===== config.mk =====
export PLATFORM = sky130hd
export DESIGN_NAME = burst_splitter_top
export DESIGN_NICKNAME = d
export VERILOG_FILES = /design/src/axi_chan_pkg.sv /design/src/split_ctrl_pkg.sv /design/src/aw_splitter.sv /design/src/w_last_gen.sv /design/src/b_merger.sv /design/src/burst_splitter_top.sv
export VERILOG_INCLUDE_DIRS = /design/src
export SDC_FILE = /design/constraint.sdc
export NUM_CORES = 1
export LEC_CHECK = 0
export BUFFER_PORTS_ARGS = -buffer_cell sky130_fd_sc_hd__clkbuf_2
export CORE_ASPECT_RATIO = 1.4
export CORE_MARGIN = 8
export CORE_UTILIZATION = 33
export CTS_BUF_LIST = sky130_fd_sc_hd__clkbuf_8
export DETAILED_ROUTE_END_ITERATION = 8
export GPL_TIMING_DRIVEN = 0
export PLACE_DENSITY = 0.6
export SYNTH_ARGS = -nofsm -noshare
export SYNTH_HDL_FRONTEND = slang
export SYNTH_SLANG_ARGS = --single-unit

===== constraint.sdc =====
create_clock -name clk_i -period 26.4 [get_ports clk_i]
set_input_delay 2.64 -clock clk_i [delete_from_list [all_inputs] [get_ports clk_i]]
set_output_delay 2.64 -clock clk_i [all_outputs]
set_load 0.05 [all_outputs]

===== src/burst_split_params.svh =====
`ifndef BURST_SPLIT_PARAMS_SVH
`define BURST_SPLIT_PARAMS_SVH

// ----------------------------------------
// Bus geometry
// ----------------------------------------
// Byte address width
`define BS_ADDR_W 32
// Data width, a multiple of 8
`define BS_DATA_W 32
// Width of the AXI ID fields
`define BS_ID_W 4

// ----------------------------------------
// Buffering
// ----------------------------------------
// Upstream write bursts that may wait for B at once
`define BS_MAX_TXNS 4

`endif


===== src/axi_chan_pkg.sv =====
`default_nettype none

`include "burst_split_params.svh"

package axi_chan_pkg;

  // ----------------------------------------
  // Field types
  // ----------------------------------------
  typedef logic [`BS_ADDR_W-1:0]   addr_t;
  // Beats minus one
  typedef logic [7:0]              len_t;
  // Log2 of the bytes in one beat
  typedef logic [2:0]              size_t;
  typedef logic [`BS_ID_W-1:0]     id_t;
  typedef logic [`BS_DATA_W-1:0]   data_t;
  typedef logic [`BS_DATA_W/8-1:0] strb_t;
  typedef logic [1:0]              resp_t;

  // Response codes in use here
  localparam resp_t RESP_OKAY   = 2'b00;
  localparam resp_t RESP_SLVERR = 2'b10;

  // ----------------------------------------
  // Channel payloads
  // ----------------------------------------
  // Write address, burst type is always INCR
  typedef struct packed {
    id_t   id;
    addr_t addr;
    len_t  len;
    size_t size;
  } aw_chan_t;

  // Write data beat
  typedef struct packed {
    data_t data;
    strb_t strb;
    logic  last;
  } w_chan_t;

  // Write response
  typedef struct packed {
    id_t   id;
    resp_t resp;
  } b_chan_t;

endpackage

`default_nettype wire


===== src/split_ctrl_pkg.sv =====
`default_nettype none

package split_ctrl_pkg;

  // Beats still to be issued, up to 256
  typedef logic [8:0] num_beats_t;
  // Sub-bursts in one upstream burst, up to 256
  typedef logic [8:0] sub_cnt_t;

  // Handed from the AW side to the B side per upstream burst
  typedef struct packed {
    sub_cnt_t          sub_cnt;
    axi_chan_pkg::id_t id;
  } split_info_t;

  // AW issue FSM
  typedef enum logic {
    AX_IDLE,
    AX_BUSY
  } ax_state_e;

  // B merge FSM
  typedef enum logic {
    B_COLLECT,
    B_HOLD
  } b_state_e;

endpackage

`default_nettype wire


===== src/aw_splitter.sv =====
`timescale 1ns/1ns
`default_nettype none

module aw_splitter (
  input  wire logic                        clk_i,
  input  wire logic                        rst_i,
  input  wire axi_chan_pkg::len_t          len_limit_i,
  input  wire axi_chan_pkg::aw_chan_t      aw_i,
  input  wire logic                        aw_valid_i,
  output logic                             aw_ready_o,
  output axi_chan_pkg::aw_chan_t           aw_o,
  output logic                             aw_valid_o,
  input  wire logic                        aw_ready_i,
  output split_ctrl_pkg::split_info_t      info_o,
  output logic                             info_push_o,
  input  wire logic                        info_full_i
);

  split_ctrl_pkg::ax_state_e  state_d, state_q;
  axi_chan_pkg::aw_chan_t     ax_d, ax_q;
  // Beats left to issue including the sub-burst on offer
  split_ctrl_pkg::num_beats_t num_beats_d, num_beats_q;
  // Largest sub-burst in beats
  split_ctrl_pkg::num_beats_t max_beats;
  // Beats in the incoming burst
  split_ctrl_pkg::num_beats_t in_beats;
  logic                       needs_split;
  logic                       last_sub;

  assign max_beats   = {1'b0, len_limit_i} + 9'd1;
  assign in_beats    = {1'b0, aw_i.len} + 9'd1;
  assign needs_split = aw_i.len > len_limit_i;
  assign last_sub    = num_beats_q <= max_beats;

  // Sub-burst count as ceil(beats / max_beats) taken at acceptance
  assign info_o.sub_cnt = split_ctrl_pkg::sub_cnt_t'((in_beats + {1'b0, len_limit_i}) / max_beats);
  assign info_o.id      = aw_i.id;

  // ----------------------------------------
  // Issue FSM
  // ----------------------------------------
  always_comb begin
    state_d     = state_q;
    ax_d        = ax_q;
    num_beats_d = num_beats_q;
    aw_o        = ax_q;
    aw_valid_o  = 1'b0;
    aw_ready_o  = 1'b0;
    info_push_o = 1'b0;
    unique case (state_q)
      split_ctrl_pkg::AX_IDLE: begin
        aw_o = aw_i;
        // No new burst while the B side has no room for its info
        if (aw_valid_i && !info_full_i) begin
          if (!needs_split) begin
            // Short burst goes straight through
            aw_valid_o  = 1'b1;
            aw_ready_o  = aw_ready_i;
            info_push_o = aw_ready_i;
          end else begin
            // Take it now and offer the first sub-burst in the same cycle
            aw_o.len    = len_limit_i;
            aw_valid_o  = 1'b1;
            aw_ready_o  = 1'b1;
            info_push_o = 1'b1;
            ax_d        = aw_i;
            num_beats_d = in_beats;
            if (aw_ready_i) begin
              ax_d.addr   = aw_i.addr + (axi_chan_pkg::addr_t'(max_beats) << aw_i.size);
              num_beats_d = in_beats - max_beats;
            end
            state_d = split_ctrl_pkg::AX_BUSY;
          end
        end
      end
      split_ctrl_pkg::AX_BUSY: begin
        aw_valid_o = 1'b1;
        // Remainder is whatever is left and the others are full size
        if (last_sub) begin
          aw_o.len = axi_chan_pkg::len_t'(num_beats_q - 9'd1);
        end else begin
          aw_o.len = len_limit_i;
        end
        if (aw_ready_i) begin
          if (last_sub) begin
            state_d = split_ctrl_pkg::AX_IDLE;
          end else begin
            ax_d.addr   = ax_q.addr + (axi_chan_pkg::addr_t'(max_beats) << ax_q.size);
            num_beats_d = num_beats_q - max_beats;
          end
        end
      end
      default: state_d = split_ctrl_pkg::AX_IDLE;
    endcase
  end

  // ----------------------------------------
  // Registers
  // ----------------------------------------
  always_ff @(posedge clk_i) begin
    if (rst_i) begin
      state_q     <= split_ctrl_pkg::AX_IDLE;
      num_beats_q <= '0;
    end else begin
      state_q     <= state_d;
      num_beats_q <= num_beats_d;
    end
  end

  // Address and attributes of the burst being split
  always_ff @(posedge clk_i) begin
    ax_q <= ax_d;
  end

  // Nothing downstream may exceed the limit
  assert property (@(posedge clk_i) disable iff (rst_i)
    aw_valid_o |-> aw_o.len <= len_limit_i)
    else $error("AW sub-burst longer than the length limit");

endmodule

`default_nettype wire


===== src/w_last_gen.sv =====
`timescale 1ns/1ns
`default_nettype none

module w_last_gen (
  input  wire logic                   clk_i,
  input  wire logic                   rst_i,
  input  wire axi_chan_pkg::len_t     len_limit_i,
  input  wire axi_chan_pkg::w_chan_t  w_i,
  input  wire logic                   w_valid_i,
  output logic                        w_ready_o,
  output axi_chan_pkg::w_chan_t       w_o,
  output logic                        w_valid_o,
  input  wire logic                   w_ready_i
);

  // Beats already passed in the current sub-burst
  axi_chan_pkg::len_t beat_cnt_q;
  logic               w_hs;
  logic               sub_end;
  // Previous transferred beat carried last downstream
  logic               prev_last_q;

  // ----------------------------------------
  // Pass-through with new last
  // ----------------------------------------
  assign w_hs    = w_valid_i && w_ready_i;
  // Sub-burst ends at the limit or at the end of the upstream burst
  assign sub_end = (beat_cnt_q == len_limit_i) || w_i.last;

  always_comb begin
    w_o      = w_i;
    w_o.last = sub_end;
  end

  assign w_valid_o = w_valid_i;
  assign w_ready_o = w_ready_i;

  // ----------------------------------------
  // Beat counter
  // ----------------------------------------
  always_ff @(posedge clk_i) begin
    if (rst_i) begin
      beat_cnt_q  <= '0;
      prev_last_q <= 1'b0;
    end else if (w_hs) begin
      prev_last_q <= sub_end;
      if (sub_end) begin
        beat_cnt_q <= '0;
      end else begin
        beat_cnt_q <= beat_cnt_q + 8'd1;
      end
    end
  end

  // Counter-made last needs beats in between when the limit is not zero
  assert property (@(posedge clk_i) disable iff (rst_i)
    (w_hs && prev_last_q && !w_i.last && len_limit_i != '0) |-> !w_o.last)
    else $error("W last on two beats in a row without upstream last");

endmodule

`default_nettype wire


===== src/b_merger.sv =====
`timescale 1ns/1ns
`default_nettype none

`include "burst_split_params.svh"

module b_merger (
  input  wire logic                         clk_i,
  input  wire logic                         rst_i,
  input  wire split_ctrl_pkg::split_info_t  info_i,
  input  wire logic                         info_push_i,
  output logic                              info_full_o,
  input  wire axi_chan_pkg::b_chan_t        b_i,
  input  wire logic                         b_valid_i,
  output logic                              b_ready_o,
  output axi_chan_pkg::b_chan_t             b_o,
  output logic                              b_valid_o,
  input  wire logic                         b_ready_i
);

  localparam int PTR_W = (`BS_MAX_TXNS > 1) ? $clog2(`BS_MAX_TXNS) : 1;

  typedef logic [PTR_W-1:0] ptr_t;
  typedef logic [PTR_W:0]   fill_t;

  // ----------------------------------------
  // Split info FIFO
  // ----------------------------------------
  split_ctrl_pkg::split_info_t info_mem [`BS_MAX_TXNS];
  ptr_t                        wr_ptr_q, rd_ptr_q;
  fill_t                       fill_q;
  split_ctrl_pkg::split_info_t head;
  logic                        empty;
  logic                        pop;

  assign head        = info_mem[rd_ptr_q];
  assign empty       = fill_q == '0;
  assign info_full_o = fill_q == fill_t'(`BS_MAX_TXNS);

  always_ff @(posedge clk_i) begin
    if (info_push_i) begin
      info_mem[wr_ptr_q] <= info_i;
    end
  end

  // Pointers wrap at the depth so it need not be a power of two
  always_ff @(posedge clk_i) begin
    if (rst_i) begin
      wr_ptr_q <= '0;
      rd_ptr_q <= '0;
      fill_q   <= '0;
    end else begin
      if (info_push_i) begin
        wr_ptr_q <= (wr_ptr_q == ptr_t'(`BS_MAX_TXNS - 1)) ? '0 : wr_ptr_q + 1'b1;
      end
      if (pop) begin
        rd_ptr_q <= (rd_ptr_q == ptr_t'(`BS_MAX_TXNS - 1)) ? '0 : rd_ptr_q + 1'b1;
      end
      fill_q <= fill_q + fill_t'(info_push_i) - fill_t'(pop);
    end
  end

  // ----------------------------------------
  // Merge FSM
  // ----------------------------------------
  split_ctrl_pkg::b_state_e state_d, state_q;
  // Responses already absorbed for the head burst
  split_ctrl_pkg::sub_cnt_t rcv_cnt_d, rcv_cnt_q;
  logic                     err_d, err_q;
  logic                     is_final;
  logic                     b_err;

  assign is_final = (rcv_cnt_q + 9'd1) == head.sub_cnt;
  assign b_err    = b_i.resp == axi_chan_pkg::RESP_SLVERR;

  // Merged response from the head info and the waiting downstream B
  assign b_o.id   = head.id;
  assign b_o.resp = (err_q || b_err) ? axi_chan_pkg::RESP_SLVERR : axi_chan_pkg::RESP_OKAY;

  always_comb begin
    state_d   = state_q;
    rcv_cnt_d = rcv_cnt_q;
    err_d     = err_q;
    b_ready_o = 1'b0;
    b_valid_o = 1'b0;
    pop       = 1'b0;
    unique case (state_q)
      split_ctrl_pkg::B_COLLECT: begin
        if (b_valid_i && !empty) begin
          if (!is_final) begin
            // Swallow intermediate response and remember any error
            b_ready_o = 1'b1;
            rcv_cnt_d = rcv_cnt_q + 9'd1;
            err_d     = err_q || b_err;
          end else begin
            b_valid_o = 1'b1;
            if (b_ready_i) begin
              b_ready_o = 1'b1;
              pop       = 1'b1;
              rcv_cnt_d = '0;
              err_d     = 1'b0;
            end else begin
              state_d = split_ctrl_pkg::B_HOLD;
            end
          end
        end
      end
      split_ctrl_pkg::B_HOLD: begin
        // Upstream stalled so downstream B is left waiting
        b_valid_o = b_valid_i;
        if (b_valid_i && b_ready_i) begin
          b_ready_o = 1'b1;
          pop       = 1'b1;
          rcv_cnt_d = '0;
          err_d     = 1'b0;
          state_d   = split_ctrl_pkg::B_COLLECT;
        end
      end
      default: state_d = split_ctrl_pkg::B_COLLECT;
    endcase
  end

  always_ff @(posedge clk_i) begin
    if (rst_i) begin
      state_q   <= split_ctrl_pkg::B_COLLECT;
      rcv_cnt_q <= '0;
      err_q     <= 1'b0;
    end else begin
      state_q   <= state_d;
      rcv_cnt_q <= rcv_cnt_d;
      err_q     <= err_d;
    end
  end

  // B only for bursts whose AW has been taken
  assert property (@(posedge clk_i) disable iff (rst_i) b_valid_i |-> !empty)
    else $error("Downstream B with no outstanding burst");
  // AW side must respect the full flag
  assert property (@(posedge clk_i) disable iff (rst_i) info_push_i |-> !info_full_o)
    else $error("Split info pushed into a full FIFO");

endmodule

`default_nettype wire


===== src/burst_splitter_top.sv =====
`timescale 1ns/1ns
`default_nettype none

module burst_splitter_top (
  input  wire logic                    clk_i,
  input  wire logic                    rst_i,
  input  wire axi_chan_pkg::len_t      len_limit_i,
  // Upstream side
  input  wire axi_chan_pkg::aw_chan_t  slv_aw_i,
  input  wire logic                    slv_aw_valid_i,
  output logic                         slv_aw_ready_o,
  input  wire axi_chan_pkg::w_chan_t   slv_w_i,
  input  wire logic                    slv_w_valid_i,
  output logic                         slv_w_ready_o,
  output axi_chan_pkg::b_chan_t        slv_b_o,
  output logic                         slv_b_valid_o,
  input  wire logic                    slv_b_ready_i,
  // Downstream side
  output axi_chan_pkg::aw_chan_t       mst_aw_o,
  output logic                         mst_aw_valid_o,
  input  wire logic                    mst_aw_ready_i,
  output axi_chan_pkg::w_chan_t        mst_w_o,
  output logic                         mst_w_valid_o,
  input  wire logic                    mst_w_ready_i,
  input  wire axi_chan_pkg::b_chan_t   mst_b_i,
  input  wire logic                    mst_b_valid_i,
  output logic                         mst_b_ready_o
);

  // Per-burst sub-burst count, AW side to B side
  split_ctrl_pkg::split_info_t info;
  logic                        info_push;
  logic                        info_full;

  // ----------------------------------------
  // AW path
  // ----------------------------------------
  aw_splitter u_aw_splitter (
    .clk_i       (clk_i),
    .rst_i       (rst_i),
    .len_limit_i (len_limit_i),
    .aw_i        (slv_aw_i),
    .aw_valid_i  (slv_aw_valid_i),
    .aw_ready_o  (slv_aw_ready_o),
    .aw_o        (mst_aw_o),
    .aw_valid_o  (mst_aw_valid_o),
    .aw_ready_i  (mst_aw_ready_i),
    .info_o      (info),
    .info_push_o (info_push),
    .info_full_i (info_full)
  );

  // ----------------------------------------
  // W path
  // ----------------------------------------
  w_last_gen u_w_last_gen (
    .clk_i       (clk_i),
    .rst_i       (rst_i),
    .len_limit_i (len_limit_i),
    .w_i         (slv_w_i),
    .w_valid_i   (slv_w_valid_i),
    .w_ready_o   (slv_w_ready_o),
    .w_o         (mst_w_o),
    .w_valid_o   (mst_w_valid_o),
    .w_ready_i   (mst_w_ready_i)
  );

  // ----------------------------------------
  // B path
  // ----------------------------------------
  b_merger u_b_merger (
    .clk_i       (clk_i),
    .rst_i       (rst_i),
    .info_i      (info),
    .info_push_i (info_push),
    .info_full_o (info_full),
    .b_i         (mst_b_i),
    .b_valid_i   (mst_b_valid_i),
    .b_ready_o   (mst_b_ready_o),
    .b_o         (slv_b_o),
    .b_valid_o   (slv_b_valid_o),
    .b_ready_i   (slv_b_ready_i)
  );

endmodule

`default_nettype wire


==> summary.md, run 1 <==
| Metric | Value |
|---|---|
| Top cell by count, worst path | `ha_1` |
| Syn avg cell area | `8.69 um2` |
| Leakage power | `6.28 nW` |
| Tcrit/Tclk final | `74.3%` |
| Routed wire length | `43500 um` |
| CP max-delay cell | `nor2_1` |
| Clock buffer count from CTS | `17` |
| FFs w/ async S/R, synth | `0%` |
| ANT nets after route | `0` |
| Post-CTS setup buffers | `0` |
| Die H | `253 um` |
| Synth area leader | `edfxtp_1` |
| Post-synth EDFFs | `91` |
| First-pass GRT wire length | `67000 um` |
| Initial Utilization | `33.2%` |
| Core area | `0.0399 mm2` |
| Worst Skew | `0.0178 ns` |
| Final setup violation count | `0` |
| Net Count, Synth | `1759` |
| Run status | `complete, no violations` |
| Worst Hold Class | `flop to flop` |
| DP HPWL | `35000 um` |
| Slew margin rel. | `9.60%` |
| Synth cell types | `87` |
| GRT Resource Usage Total | `18.3%` |
| Chip width | `185 um` |
| Die Area | `0.0469 mm2` |
| Yosys reg bits | `129` |
| # resized after CTS | `0` |
| Warnings, synthesis | `0` |
| Share of the synthesized area in the top cell type | `20.6%` |
| Cell Area, Synth | `0.0133 mm2` |
| Area contributors post-synth | `edfxtp_1, ha_1, dfxtp_1, xnor2_1, nand2_1` |
| Peak supply drop | `0.0000336 V` |
| Worst Path Arrival | `19.83 ns` |
| Clk sinks | `129` |
| Most used flip-flop cell after synthesis | `edfxtp_1` |
| CTS Hold Buffers Added | `0` |
| Fmax | `51.0 MHz` |
| Worst-Margin Slew | `1.34 ns` |
| Final Max Slew Viols | `0` |
| TritonCTS clock tree | `done` |
| Setup Crit Path Kind | `input pin to flop` |
| CP max FO | `13` |
| Pre-antenna DRT Iters | `5` |
| Via count | `12.3k` |
| Startpoint Class | `input pin` |
| PortBufs | `158` |
| H-tree levels | `4` |
| Cell Rows | `87` |
| Gpl congestion | `0.921` |
| Initial antenna violation count | `1` |
| Pin count of the biggest net entering global routing | `40` |
| Post-route minimum period | `19.60 ns` |
| Proportion of layout cells with a drive suffix above 1 | `18.2%` |
| CP endpoint kind | `flop` |
| Vias in the first global route | `12.6k` |
| RSZ-0062 raised after global routing | `no` |
| Endpoints failing hold | `0` |
| Clock Tree Buf Depth | `2` |
| Overflow after GRT | `0` |
| Sequential-to-total area share from yosys stat | `26.3%` |
| Worst Path Required | `26.62 ns` |
| Average vias per placed instance | `5.48` |
| Clock-pin slew on the worst setup and hold paths | `0.09 ns` |
| Clk Latency, worst-skew pair | `0.50 ns` |
| Total power divided by cell area | `61.3 mW/mm2` |
| Setup_tns | `0 ns` |
| Drt wl/cell | `19.3 um` |
| Syn Inst Count | `1526` |
| Initial DRC count | `616` |
| Max capacitance violation total | `0` |
| Num ports | `202` |
| DRC viols | `0` |
| CP max stage delay | `0.63 ns` |
| Root Driver | `clkbuf_8` |
| Util after Layout | `37.8%` |
| Synthesis-to-finish area growth | `14.0%` |
| Nets@finish | `1937` |
critical path: cells and delay by family:
| family | cells | cell delay, ns |
|---|---|---|
| compound gates | 31 | 6.56 |
| simple gates | 15 | 4.02 |
| fa+ha+maj | 11 | 2.90 |
| buf+inv | 6 | 1.95 |
| mux | 4 | 1.42 |
| xor+xnor | 1 | 0.31 |
power by group:
part	internal [mW]	total, mW	switching [mW]	leakage [nW]
Sequential	0.242	0.252	0.0108	1.15
Combinational	0.197	0.504	0.307	4.95
Clock	0.0697	0.171	0.101	0.186
Total	0.508	0.927	0.419	6.28
final timing paths:
path / start / endpoint / slack (ns) / cells past startpoint
worst max-delay path: slv_aw_i[3] / u_b_merger.info_mem[3][4] / 6.80 / 68
worst min-delay path: u_b_merger.err_q / u_b_merger.err_q / 0.48 / 2
worst max register to register: u_aw_splitter.ax_q[0] / u_aw_splitter.ax_q[33] / 21.92 / 12
worst min register to register: u_b_merger.err_q / u_b_merger.err_q / 0.48 / 2
cells in the mapped netlist (all sizes together), types with 8 or more instances:
cell type	count
a211oi	21
mux4	15
nor2	113
mux2	39
and3	14
nor3	34
and4	8
and2	15
nor2b	22
nand2b	25
o22ai	14
a31oi	8
xor2	41
or2	8
clkbuf	46
nor4b	11
xnor2	64
buf	55
nand3	34
or3	20
nand4	21
nand2	130
o31ai	8
o21ai	88
o211ai	17
nor4	13
o21a	33
edfxtp	91
inv	84
a21oi	87
mux2i	41
a22oi	8
a21o	27
ha	121
dfxtp	38
routing by layer:
metal | part of all wire [%] | vias up | track usage [%] | wire (um)
met2 | 51 | 398 | 33.9 | 22300
met3 | 5.3 | 111 | 3.07 | 2310
met1 | 37 | 5842 | 18.7 | 16300
met5 | 0 | - | 0 | 0
met4 | 5.9 | 0 | 11.4 | 2580
li1 | - | 5993 | - | -
per-stage QoR:
step	cell area, um2	cells	setup WS (ns)	hold slack (ns)	power (mW)
floorplan	13300	1526	9.42	0.432	0.638
global placement	14700	2218	6.71	0.449	0.750
detailed placement	14700	2218	6.47	0.459	0.759
CTS	15100	2250	6.97	0.482	0.932
global route	15100	2252	5.86	0.507	0.991
finish	15100	2252	6.80	0.477	0.927
cell type report:
type,count,area [um2]
Antenna cell,1,2.50
Clock buffer,17,234
Clock inverter,15,140
Inverter,85,320
Sequential cell,129,3490
Multi-Input combinational cell,1211,8900
Buffer,101,554
Fill cell,4100,24800
Tap cell,534,668
Timing Repair Buffer,159,802
cells in the final DEF, fill, tap and decap left out, types with 10 or more instances in the layout:
cell        n
o22ai_1    14
ha_1      121
xnor2_1    62
o21a_1     33
o21ai_0    86
nand4_1    21
edfxtp_1   91
mux2i_1    41
a211oi_1   21
mux2_2     39
dfxtp_1    38
nor3_1     34
nand3_1    34
buf_4      40
nor2_1    111
clkbuf_2  161
clkbuf_1   43
clkbuf_8   17
and2_1     15
a21oi_1    86
nand2b_1   25
nor4_1     13
and3_1     14
inv_1      83
nor2b_1    22
or3_1      20
xor2_1     41
o211ai_1   17
nor4b_1    10
a21o_1     26
nand2_1   130
logic make-up after synthesis:
| kind of cell | after synthesis | share of synthesized area, % |
|---|---|---|
| other | 1 | 0.0283 |
| AO/OA/AOI/OAI | 386 | 19.2 |
| AND/OR/NAND/NOR | 496 | 19.1 |
| XOR/XNOR | 106 | 7.22 |
| multiplexers | 95 | 9.15 |
| adder cells (fa/ha/maj) | 127 | 12.3 |
| buffers and inverters | 186 | 6.59 |
| flip-flops | 129 | 26.3 |
state kept, by name (all words and copies together), names as in the netlist, named ones only:
| signal | flops |
|---|---|
| u_b_merger.info_mem | 52 |
| u_aw_splitter.ax_q | 39 |
| u_aw_splitter.num_beats_q | 9 |
| u_b_merger.rcv_cnt_q | 9 |
| u_w_last_gen.beat_cnt_q | 8 |
| u_b_merger.fill_q | 3 |
| u_b_merger.rd_ptr_q | 2 |
| u_b_merger.wr_ptr_q | 2 |
| u_aw_splitter.state_q | 1 |
| u_b_merger.err_q | 1 |
| u_b_merger.state_q | 1 |
Note: power is estimated with default switching activity, not from simulation.
==> inputs of run 2 (changes only) <==
ABC_AREA = 1   (was default)
clock period = 19.6 ns   (was 26.4 ns; I/O delays follow)
==> run 2 against run 1 <==
Against the previous run:
- die area fell by 0.72%
- sequential cell count stayed put
- clock power rose by 45%
- final area down 0.55%
- register-to-register slack lost 6.6 ns
- sequential power grew 37%
- power rose by 34%
- clock skew increased by 0.0067 ns
- setup slack got worse by 2.9 ns
- synthesized area down 0.77%
- critical path type unchanged
- largest cell class unchanged
- largest power group unchanged
- highest routed layer unchanged
==> summary.md, run 2 <==
| Metric | Value |
|---|---|
| DP Cell Count | `2563 (+16%)` |
| Die H | `252 um (-0.36%)` |
| Post-route minimum period | `15.74 ns` |
| Hold endpoint | `u_b_merger.err_q` |
| Max capacitance violation total | `0 (unchanged)` |
| Setup_tns | `0 ns (unchanged)` |
| Setup Crit Path Kind | `input pin to flop` |
| Placement Setup Slack | `3.44 ns (-3.03 ns)` |
| Worst Path Arrival | `15.96 ns (-3.87 ns)` |
| FF-to-FF Start | `u_aw_splitter.ax_q[0]` |
| Final Max Slew Viols | `0 (unchanged)` |
| Die Area | `0.0466 mm2 (-0.72%)` |
| Largest regs | `u_b_merger.info_mem (52), u_aw_splitter.ax_q (39)` |
| Proportion of layout cells with a drive suffix above 1 | `15.6% (-2.7 points)` |
| Routed wire length | `44000 um (+1.2%)` |
| Clock buffer count from CTS | `17 (unchanged)` |
| RSZ-0062 raised after global routing | `no` |
| Chip width | `185 um (-0.35%)` |
| PortBufs | `159 (+0.63%)` |
| Placed standard-cell area | `0.0146 mm2 (-0.77%)` |
| Run status | `complete, no violations` |
| H-tree levels | `4 (unchanged)` |
| Core area | `0.0394 mm2 (-1.4%)` |
| # fillers | `4295 (+4.8%)` |
| Cell Rows | `86 (-1.1%)` |
| Synthesis-to-finish area growth | `14.3%` |
| Pwr Total | `1.25 mW (+34%)` |
| Worst Min Path Start | `u_b_merger.err_q` |
| CTS Hold Buffers Added | `0 (unchanged)` |
| # resized after CTS | `0 (unchanged)` |
| Gpl congestion | `0.925 (+0.46%)` |
| Syn avg cell area | `7.01 um2 (-19%)` |
| Post-CTS setup buffers | `0 (unchanged)` |
| Net Count, Synth | `2109 (+20%)` |
| Initial antenna violation count | `1 (unchanged)` |
| Post-synth EDFFs | `91 (unchanged)` |
| Average vias per placed instance | `5.13 (-6.4%)` |
| Clk sinks | `129 (unchanged)` |
| Synth area leader | `edfxtp_1` |
| Most frequent cells in the layout | `nand2_1, inv_1, o21ai_0` |
| First-pass GRT wire length | `68400 um (+2.0%)` |
| Leakage power | `7.11 nW (+13%)` |
| CP max stage delay | `0.36 ns (-0.27 ns)` |
| Initial DRC count | `687 (+12%)` |
| Finished Cell Area | `0.0150 mm2 (-0.55%)` |
| Endpoints failing hold | `0 (unchanged)` |
| Clock-pin slew on the worst setup and hold paths | `0.09 ns (about the same)` |
| Pre-antenna DRT Iters | `5 (unchanged)` |
| Worst Setup Slack, final | `3.86 ns (-2.94 ns)` |
| CP Launch Point | `slv_aw_i[3]` |
| Root Driver | `clkbuf_8` |
| Worst-Margin Slew | `1.26 ns (-0.0841 ns)` |
| Final setup violation count | `0 (unchanged)` |
| Worst Skew | `0.0244 ns (+0.00669 ns)` |
| Sequential-to-total area share from yosys stat | `26.6% (+0.21 points)` |
| Top cell by count, worst path | `nand2_1` |
| Vias in the first global route | `13.3k (+6.0%)` |
| Top post-synthesis cells by count | `nand2_1, inv_1, o21ai_0, nor2_1, ha_1` |
| Via count | `13.3k (+8.0%)` |
| Worst R2R Setup Slack | `15.37 ns (-6.55 ns)` |
| Area contributors post-synth | `edfxtp_1, nand2_1, ha_1, o21ai_0, inv_1` |
| Initial Utilization | `33.4% (+0.22 points)` |
| GRT Resource Usage Total | `18.6% (+0.24 points)` |
| Synth cell types | `60 (-31%)` |
| Yosys reg bits | `129 (unchanged)` |
| Tcrit/Tclk final | `80.3%` |
| Pin count of the biggest net entering global routing | `42 (+5.0%)` |
| Most frequent cell after synthesis | `nand2_1` |
| Syn Inst Count | `1876 (+23%)` |
| Post-route insts no fill | `2597 (+15%)` |
| Clock Tree Buf Depth | `2 (unchanged)` |
| Cell Area, Synth | `0.0132 mm2 (-0.77%)` |
| Startpoint Class | `input pin` |
| DRC viols | `0 (unchanged)` |
| Drt wl/cell | `17.0 um (-12%)` |
| Slew margin rel. | `15.7% (+6.1 points)` |
| Clk Latency, worst-skew pair | `0.50 ns (about the same)` |
| Nets@finish | `2288 (+18%)` |
| Peak supply drop | `0.0000328 V (-2.7%)` |
| CP max-delay cell | `nor3_1` |
| Num ports | `202 (unchanged)` |
| Most flops, register | `u_b_merger.info_mem` |
| Fmax | `63.5 MHz` |
| Worst r2r path cells | `16 (+4)` |
| Warnings, synthesis | `0 (unchanged)` |
| Max FFs per register | `52 (unchanged)` |
| ANT nets after route | `0 (unchanged)` |
| DP HPWL | `35400 um (+1.0%)` |
| Worst flop-to-flop path endpoint | `u_aw_splitter.ax_q[42]` |
| Commonest non-fill, non-tap cell in the layout | `nand2_1` |
| Worst Path Required | `19.81 ns (-6.81 ns)` |
| FFs w/ async S/R, synth | `0% (unchanged)` |
| CP max FO | `10 (-3)` |
| TritonCTS clock tree | `done` |
| Cell depth of the worst hold path | `2 (unchanged)` |
| CP endpoint kind | `flop` |
| Worst Hold Class | `flop to flop` |
| Share of the synthesized area in the top cell type | `20.8% (+0.16 points)` |
| Most used flip-flop cell after synthesis | `edfxtp_1` |
| Overflow after GRT | `0 (unchanged)` |
| Total power divided by cell area | `82.9 mW/mm2 (+35%)` |
-- run 2: stage by stage --
step                utilization, %  hold slack (ns)
finish                        38.2            0.467
global route                  38.2            0.511
CTS                           38.1            0.473
detailed placement            37.1            0.458
global placement              37.1            0.447
floorplan                        -            0.434
-- run 2: final cells by class --
| class | instances | area, um2 | share of cell area, % |
|---|---|---|---|
| multi-input combinational | 1440 | 8340 | 55.5 |
| clock buffer | 17 | 234 | 1.56 |
| sequential | 129 | 3490 | 23.2 |
| buffer | 89 | 503 | 3.35 |
| timing repair buffer | 160 | 807 | 5.37 |
| inverter | 218 | 818 | 5.44 |
| tap | 528 | 661 | 4.39 |
| antenna | 1 | 2.50 | 0.0166 |
| clock inverter | 15 | 171 | 1.14 |
-- run 2: metal layers --
layer  track usage (%)  up-vias  wire length, um
li1                  -     6664                -
met4              10.2        0             2160
met3              2.63      113             1890
met1              18.7     6127            16600
met5                 0        -                0
met2              35.8      426            23300
-- run 2: how the worst max path moves through the flow --
stage	slack, ns	cells past startpoint	end
global route	2.38	98	u_b_merger.info_mem[2][4]
detailed placement	3.44	97	u_b_merger.info_mem[3][4]
CTS	3.92	97	u_b_merger.info_mem[2][4]
global placement	3.69	96	u_b_merger.info_mem[1][4]
floorplan	5.54	96	u_b_merger.info_mem[0][4]
finish	3.86	96	u_b_merger.info_mem[2][4]
-- run 2: cell families (layout without fill, tap and decap cells) --
group                    count (synthesis)  after routing  synth area share [%]
multiplexers                            12             12                 0.913
AND/OR/NAND/NOR                        793            793                  26.6
flip-flops                             129            129                  26.6
adder cells (fa/ha/maj)                127            127                  12.4
buffers and inverters                  307            499                  10.0
XOR/XNOR                                77             77                  5.13
AO/OA/AOI/OAI                          430            430                  18.4
other                                    1              2                0.0285
-- run 2: worst max-delay path: cells and delay by family --
kind | cells | cell delay (ns)
AO/OA/AOI/OAI | 23 | 3.96
XOR/XNOR | 1 | 0.22
adder cells (fa/ha/maj) | 10 | 2.99
buffers and inverters | 11 | 1.20
AND/OR/NAND/NOR | 51 | 5.52
-- run 2: power by group --
group          internal (mW)  switching [mW]  total (mW)  leakage [nW]
registers              0.327          0.0169       0.344          1.18
logic                  0.219           0.436       0.654          5.72
clock network          0.117           0.131       0.248         0.210
total                  0.663           0.584        1.25          7.11
==> inputs of run 3 (changes only) <==
PLACE_DENSITY = 0.62   (was 0.6)
clock period = 14.3 ns   (was 19.6 ns; I/O delays follow)
==> run 3 against run 2 <==
Against the previous run:
- combinational power up 52%
- power up 43%
- register-to-register slack worse by 5.3 ns
- die area unchanged
- sequential cell count unchanged
- critical path depth up 3
- worst hold slack better by 0.0036 ns
- non-clock buffer count up 30
- core utilization up 1.4 points
- sequential share of layout area down 0.81 points
==> summary.md, run 3 (synthesis results as in run 2) <==
| Metric | Value |
|---|---|
| Run status | `complete, no violations` |
| Overflow after GRT | `0 (unchanged)` |
| Vias in the first global route | `13.2k (-0.49%)` |
| Pwr Total | `1.78 mW (+43%)` |
| Max capacitance violation total | `0 (unchanged)` |
| Fmax | `72.2 MHz` |
| Proportion of layout cells with a drive suffix above 1 | `19.3% (+3.7 points)` |
| Most frequent cells in the layout | `nand2_1, inv_1, o21ai_0` |
| Peak supply drop | `0.0000601 V (+84%)` |
| Largest regs | `u_b_merger.info_mem (52), u_aw_splitter.ax_q (39)` |
| Post-route minimum period | `13.86 ns` |
| Pin count of the biggest net entering global routing | `42 (unchanged)` |
| Nets@finish | `2318 (+1.3%)` |
| Num ports | `202 (unchanged)` |
| Root Driver | `clkbuf_8` |
| GRT Resource Usage Total | `18.3% (-0.26 points)` |
| Initial DRC count | `731 (+6.4%)` |
| Tcrit/Tclk final | `96.9%` |
| Average vias per placed instance | `5.13 (about the same)` |
| Setup Crit Path Kind | `input pin to flop` |
| Util after Layout | `39.5% (+1.4 points)` |
| Switch share | `46.8% (about the same)` |
| CP endpoint kind | `flop` |
| Pre-antenna DRT Iters | `5 (unchanged)` |
| Initial antenna violation count | `2 (+1)` |
| Cell Rows | `86 (unchanged)` |
| Switching pwr | `0.834 mW (+43%)` |
| Worst-Margin Slew | `1.27 ns (+0.0146 ns)` |
| Worst Setup Slack, final | `0.443 ns (-3.41 ns)` |
| Most flops, register | `u_b_merger.info_mem` |
| Top cell by count, worst path | `nand2_1` |
| Clk Latency, worst-skew pair | `0.49 ns (about the same)` |
| Endpoints failing hold | `0 (unchanged)` |
| ANT nets after route | `0 (unchanged)` |
| PortBufs | `159 (unchanged)` |
| Startpoint Class | `input pin` |
| Gpl congestion | `0.937 (+1.2%)` |
| Clk sinks | `129 (unchanged)` |
| Total power divided by cell area | `114 mW/mm2 (+38%)` |
| Die H | `252 um (unchanged)` |
| TritonCTS clock tree | `done` |
| Worst Path Arrival | `14.07 ns (-1.89 ns)` |
| Slew margin rel. | `14.7% (-0.98 points)` |
| Leakage power | `7.23 nW (+1.7%)` |
| Drt wl/cell | `16.8 um (-0.77%)` |
| Worst Skew | `0.0195 ns (-0.00493 ns)` |
| Placement Setup Slack | `-1.33 ns (-4.77 ns)` |
| P_int | `0.947 mW (+43%)` |
| Worst Hold Class | `flop to flop` |
| Clock power share | `17.8% (-2.1 points)` |
| CP max-delay cell | `a211o_1` |
| Via count | `13.5k (+1.2%)` |
| Sequential share of power | `26.4% (-1.2 points)` |
| DRC viols | `0 (unchanged)` |
| Routed wire length | `44200 um (+0.37%)` |
| Clock buffer count from CTS | `17 (unchanged)` |
| CP max FO | `8 (-2)` |
| Initial Utilization | `33.4% (unchanged)` |
| Commonest non-fill, non-tap cell in the layout | `nand2_1` |
| CP max stage delay | `0.32 ns (-0.04 ns)` |
| First-pass GRT wire length | `67300 um (-1.6%)` |
| Max FFs per register | `52 (unchanged)` |
| Final setup violation count | `0 (unchanged)` |
| Clock Tree Buf Depth | `2 (unchanged)` |
| Worst Path Required | `14.51 ns (-5.30 ns)` |
| Core area | `0.0394 mm2 (unchanged)` |
| Chip width | `185 um (unchanged)` |
| Die Area | `0.0466 mm2 (unchanged)` |
| Comb power frac | `55.8% (+3.3 points)` |
| H-tree levels | `4 (unchanged)` |
| Synthesis-to-finish area growth | `18.4%` |
| Clock-pin slew on the worst setup and hold paths | `0.08 ns (about the same)` |
| DP HPWL | `34900 um (-1.3%)` |
| Final Max Slew Viols | `0 (unchanged)` |
[run 3: changes by cell type in the layout (fill, tap and decap cells not counted), moves of 3 or more]
cell	change
ha_4	+12
clkbuf_2	-3
clkinvlp_4	+3
nand2_2	+19
ha_1	-12
o21ai_0	-6
nand3_4	+3
inv_1	-9
inv_2	+6
nand2_1	-21
buf_4	+31
nand3_2	-3
o21ai_1	+3
[run 3: metrics by stage]
| stage | instances | hold slack [ns] | TNS [ns] | instance area, um2 |
|---|---|---|---|---|
| floorplan | 1876 | 0.434 | 0 | 13200 |
| global placement | 2563 | 0.447 | -4.40 | 14600 |
| detailed placement | 2563 | 0.461 | -5.34 | 14600 |
| CTS | 2598 | 0.473 | 0 | 15100 |
| global route | 2627 | 0.522 | -1.29 | 15600 |
| finish | 2627 | 0.470 | 0 | 15600 |
[run 3: worst max-delay path: cells and delay by family]
kind                     cells  cell delay, ns
AND/OR/NAND/NOR             54            5.21
adder cells (fa/ha/maj)     10            2.56
buffers and inverters       10            0.91
AO/OA/AOI/OAI               24            3.65
XOR/XNOR                     1            0.27
[run 3: what timing repair did]
action | CTS | global route
cloned | 0 | 1
setup buffers | 3 | 27
gates resized for setup | 15 | 66
hold buffers | 0 | 0
endpoints found under the setup margin | 4 | 4
pin swaps | 3 | 27
[run 3: power by group through the flow]
stage                     Clock (mW)  Combinational, mW  Sequential [mW]
after floorplan                    0              0.683            0.471
after global placement             0              0.873            0.478
after detailed placement           0              0.888            0.478
after CTS                      0.325              0.903            0.470
after global routing           0.340               1.10            0.474
final                          0.316              0.993            0.471
[run 3: metal layers]
metal | wire (um) | global-route usage, % | vias up
li1 | - | - | 6721
met1 | 17000 | 18.8 | 6226
met2 | 23100 | 34.5 | 415
met3 | 1830 | 2.79 | 122
met4 | 2290 | 10.7 | 2
met5 | 11 | 0 | -
[run 3: worst paths after layout]
| check | start | end | slack, ns | cells past startpoint |
|---|---|---|---|---|
| hold reg to reg | u_b_merger.err_q | u_b_merger.err_q | 0.47 | 2 |
| hold / removal | u_b_merger.err_q | u_b_merger.err_q | 0.47 | 2 |
| setup / recovery | slv_aw_i[3] | u_b_merger.info_mem[0][4] | 0.44 | 99 |
| setup reg to reg | u_aw_splitter.ax_q[0] | u_aw_splitter.ax_q[42] | 10.10 | 16 |
[run 3: cell type report]
class	count	area (um2)
Timing Repair Buffer	190	1030
Inverter	218	831
Buffer	89	509
Clock inverter	15	145
Clock buffer	17	234
Tap cell	528	661
Sequential cell	129	3490
Fill cell	4211	23800
Multi-Input combinational cell	1440	8670
Antenna cell	1	2.50
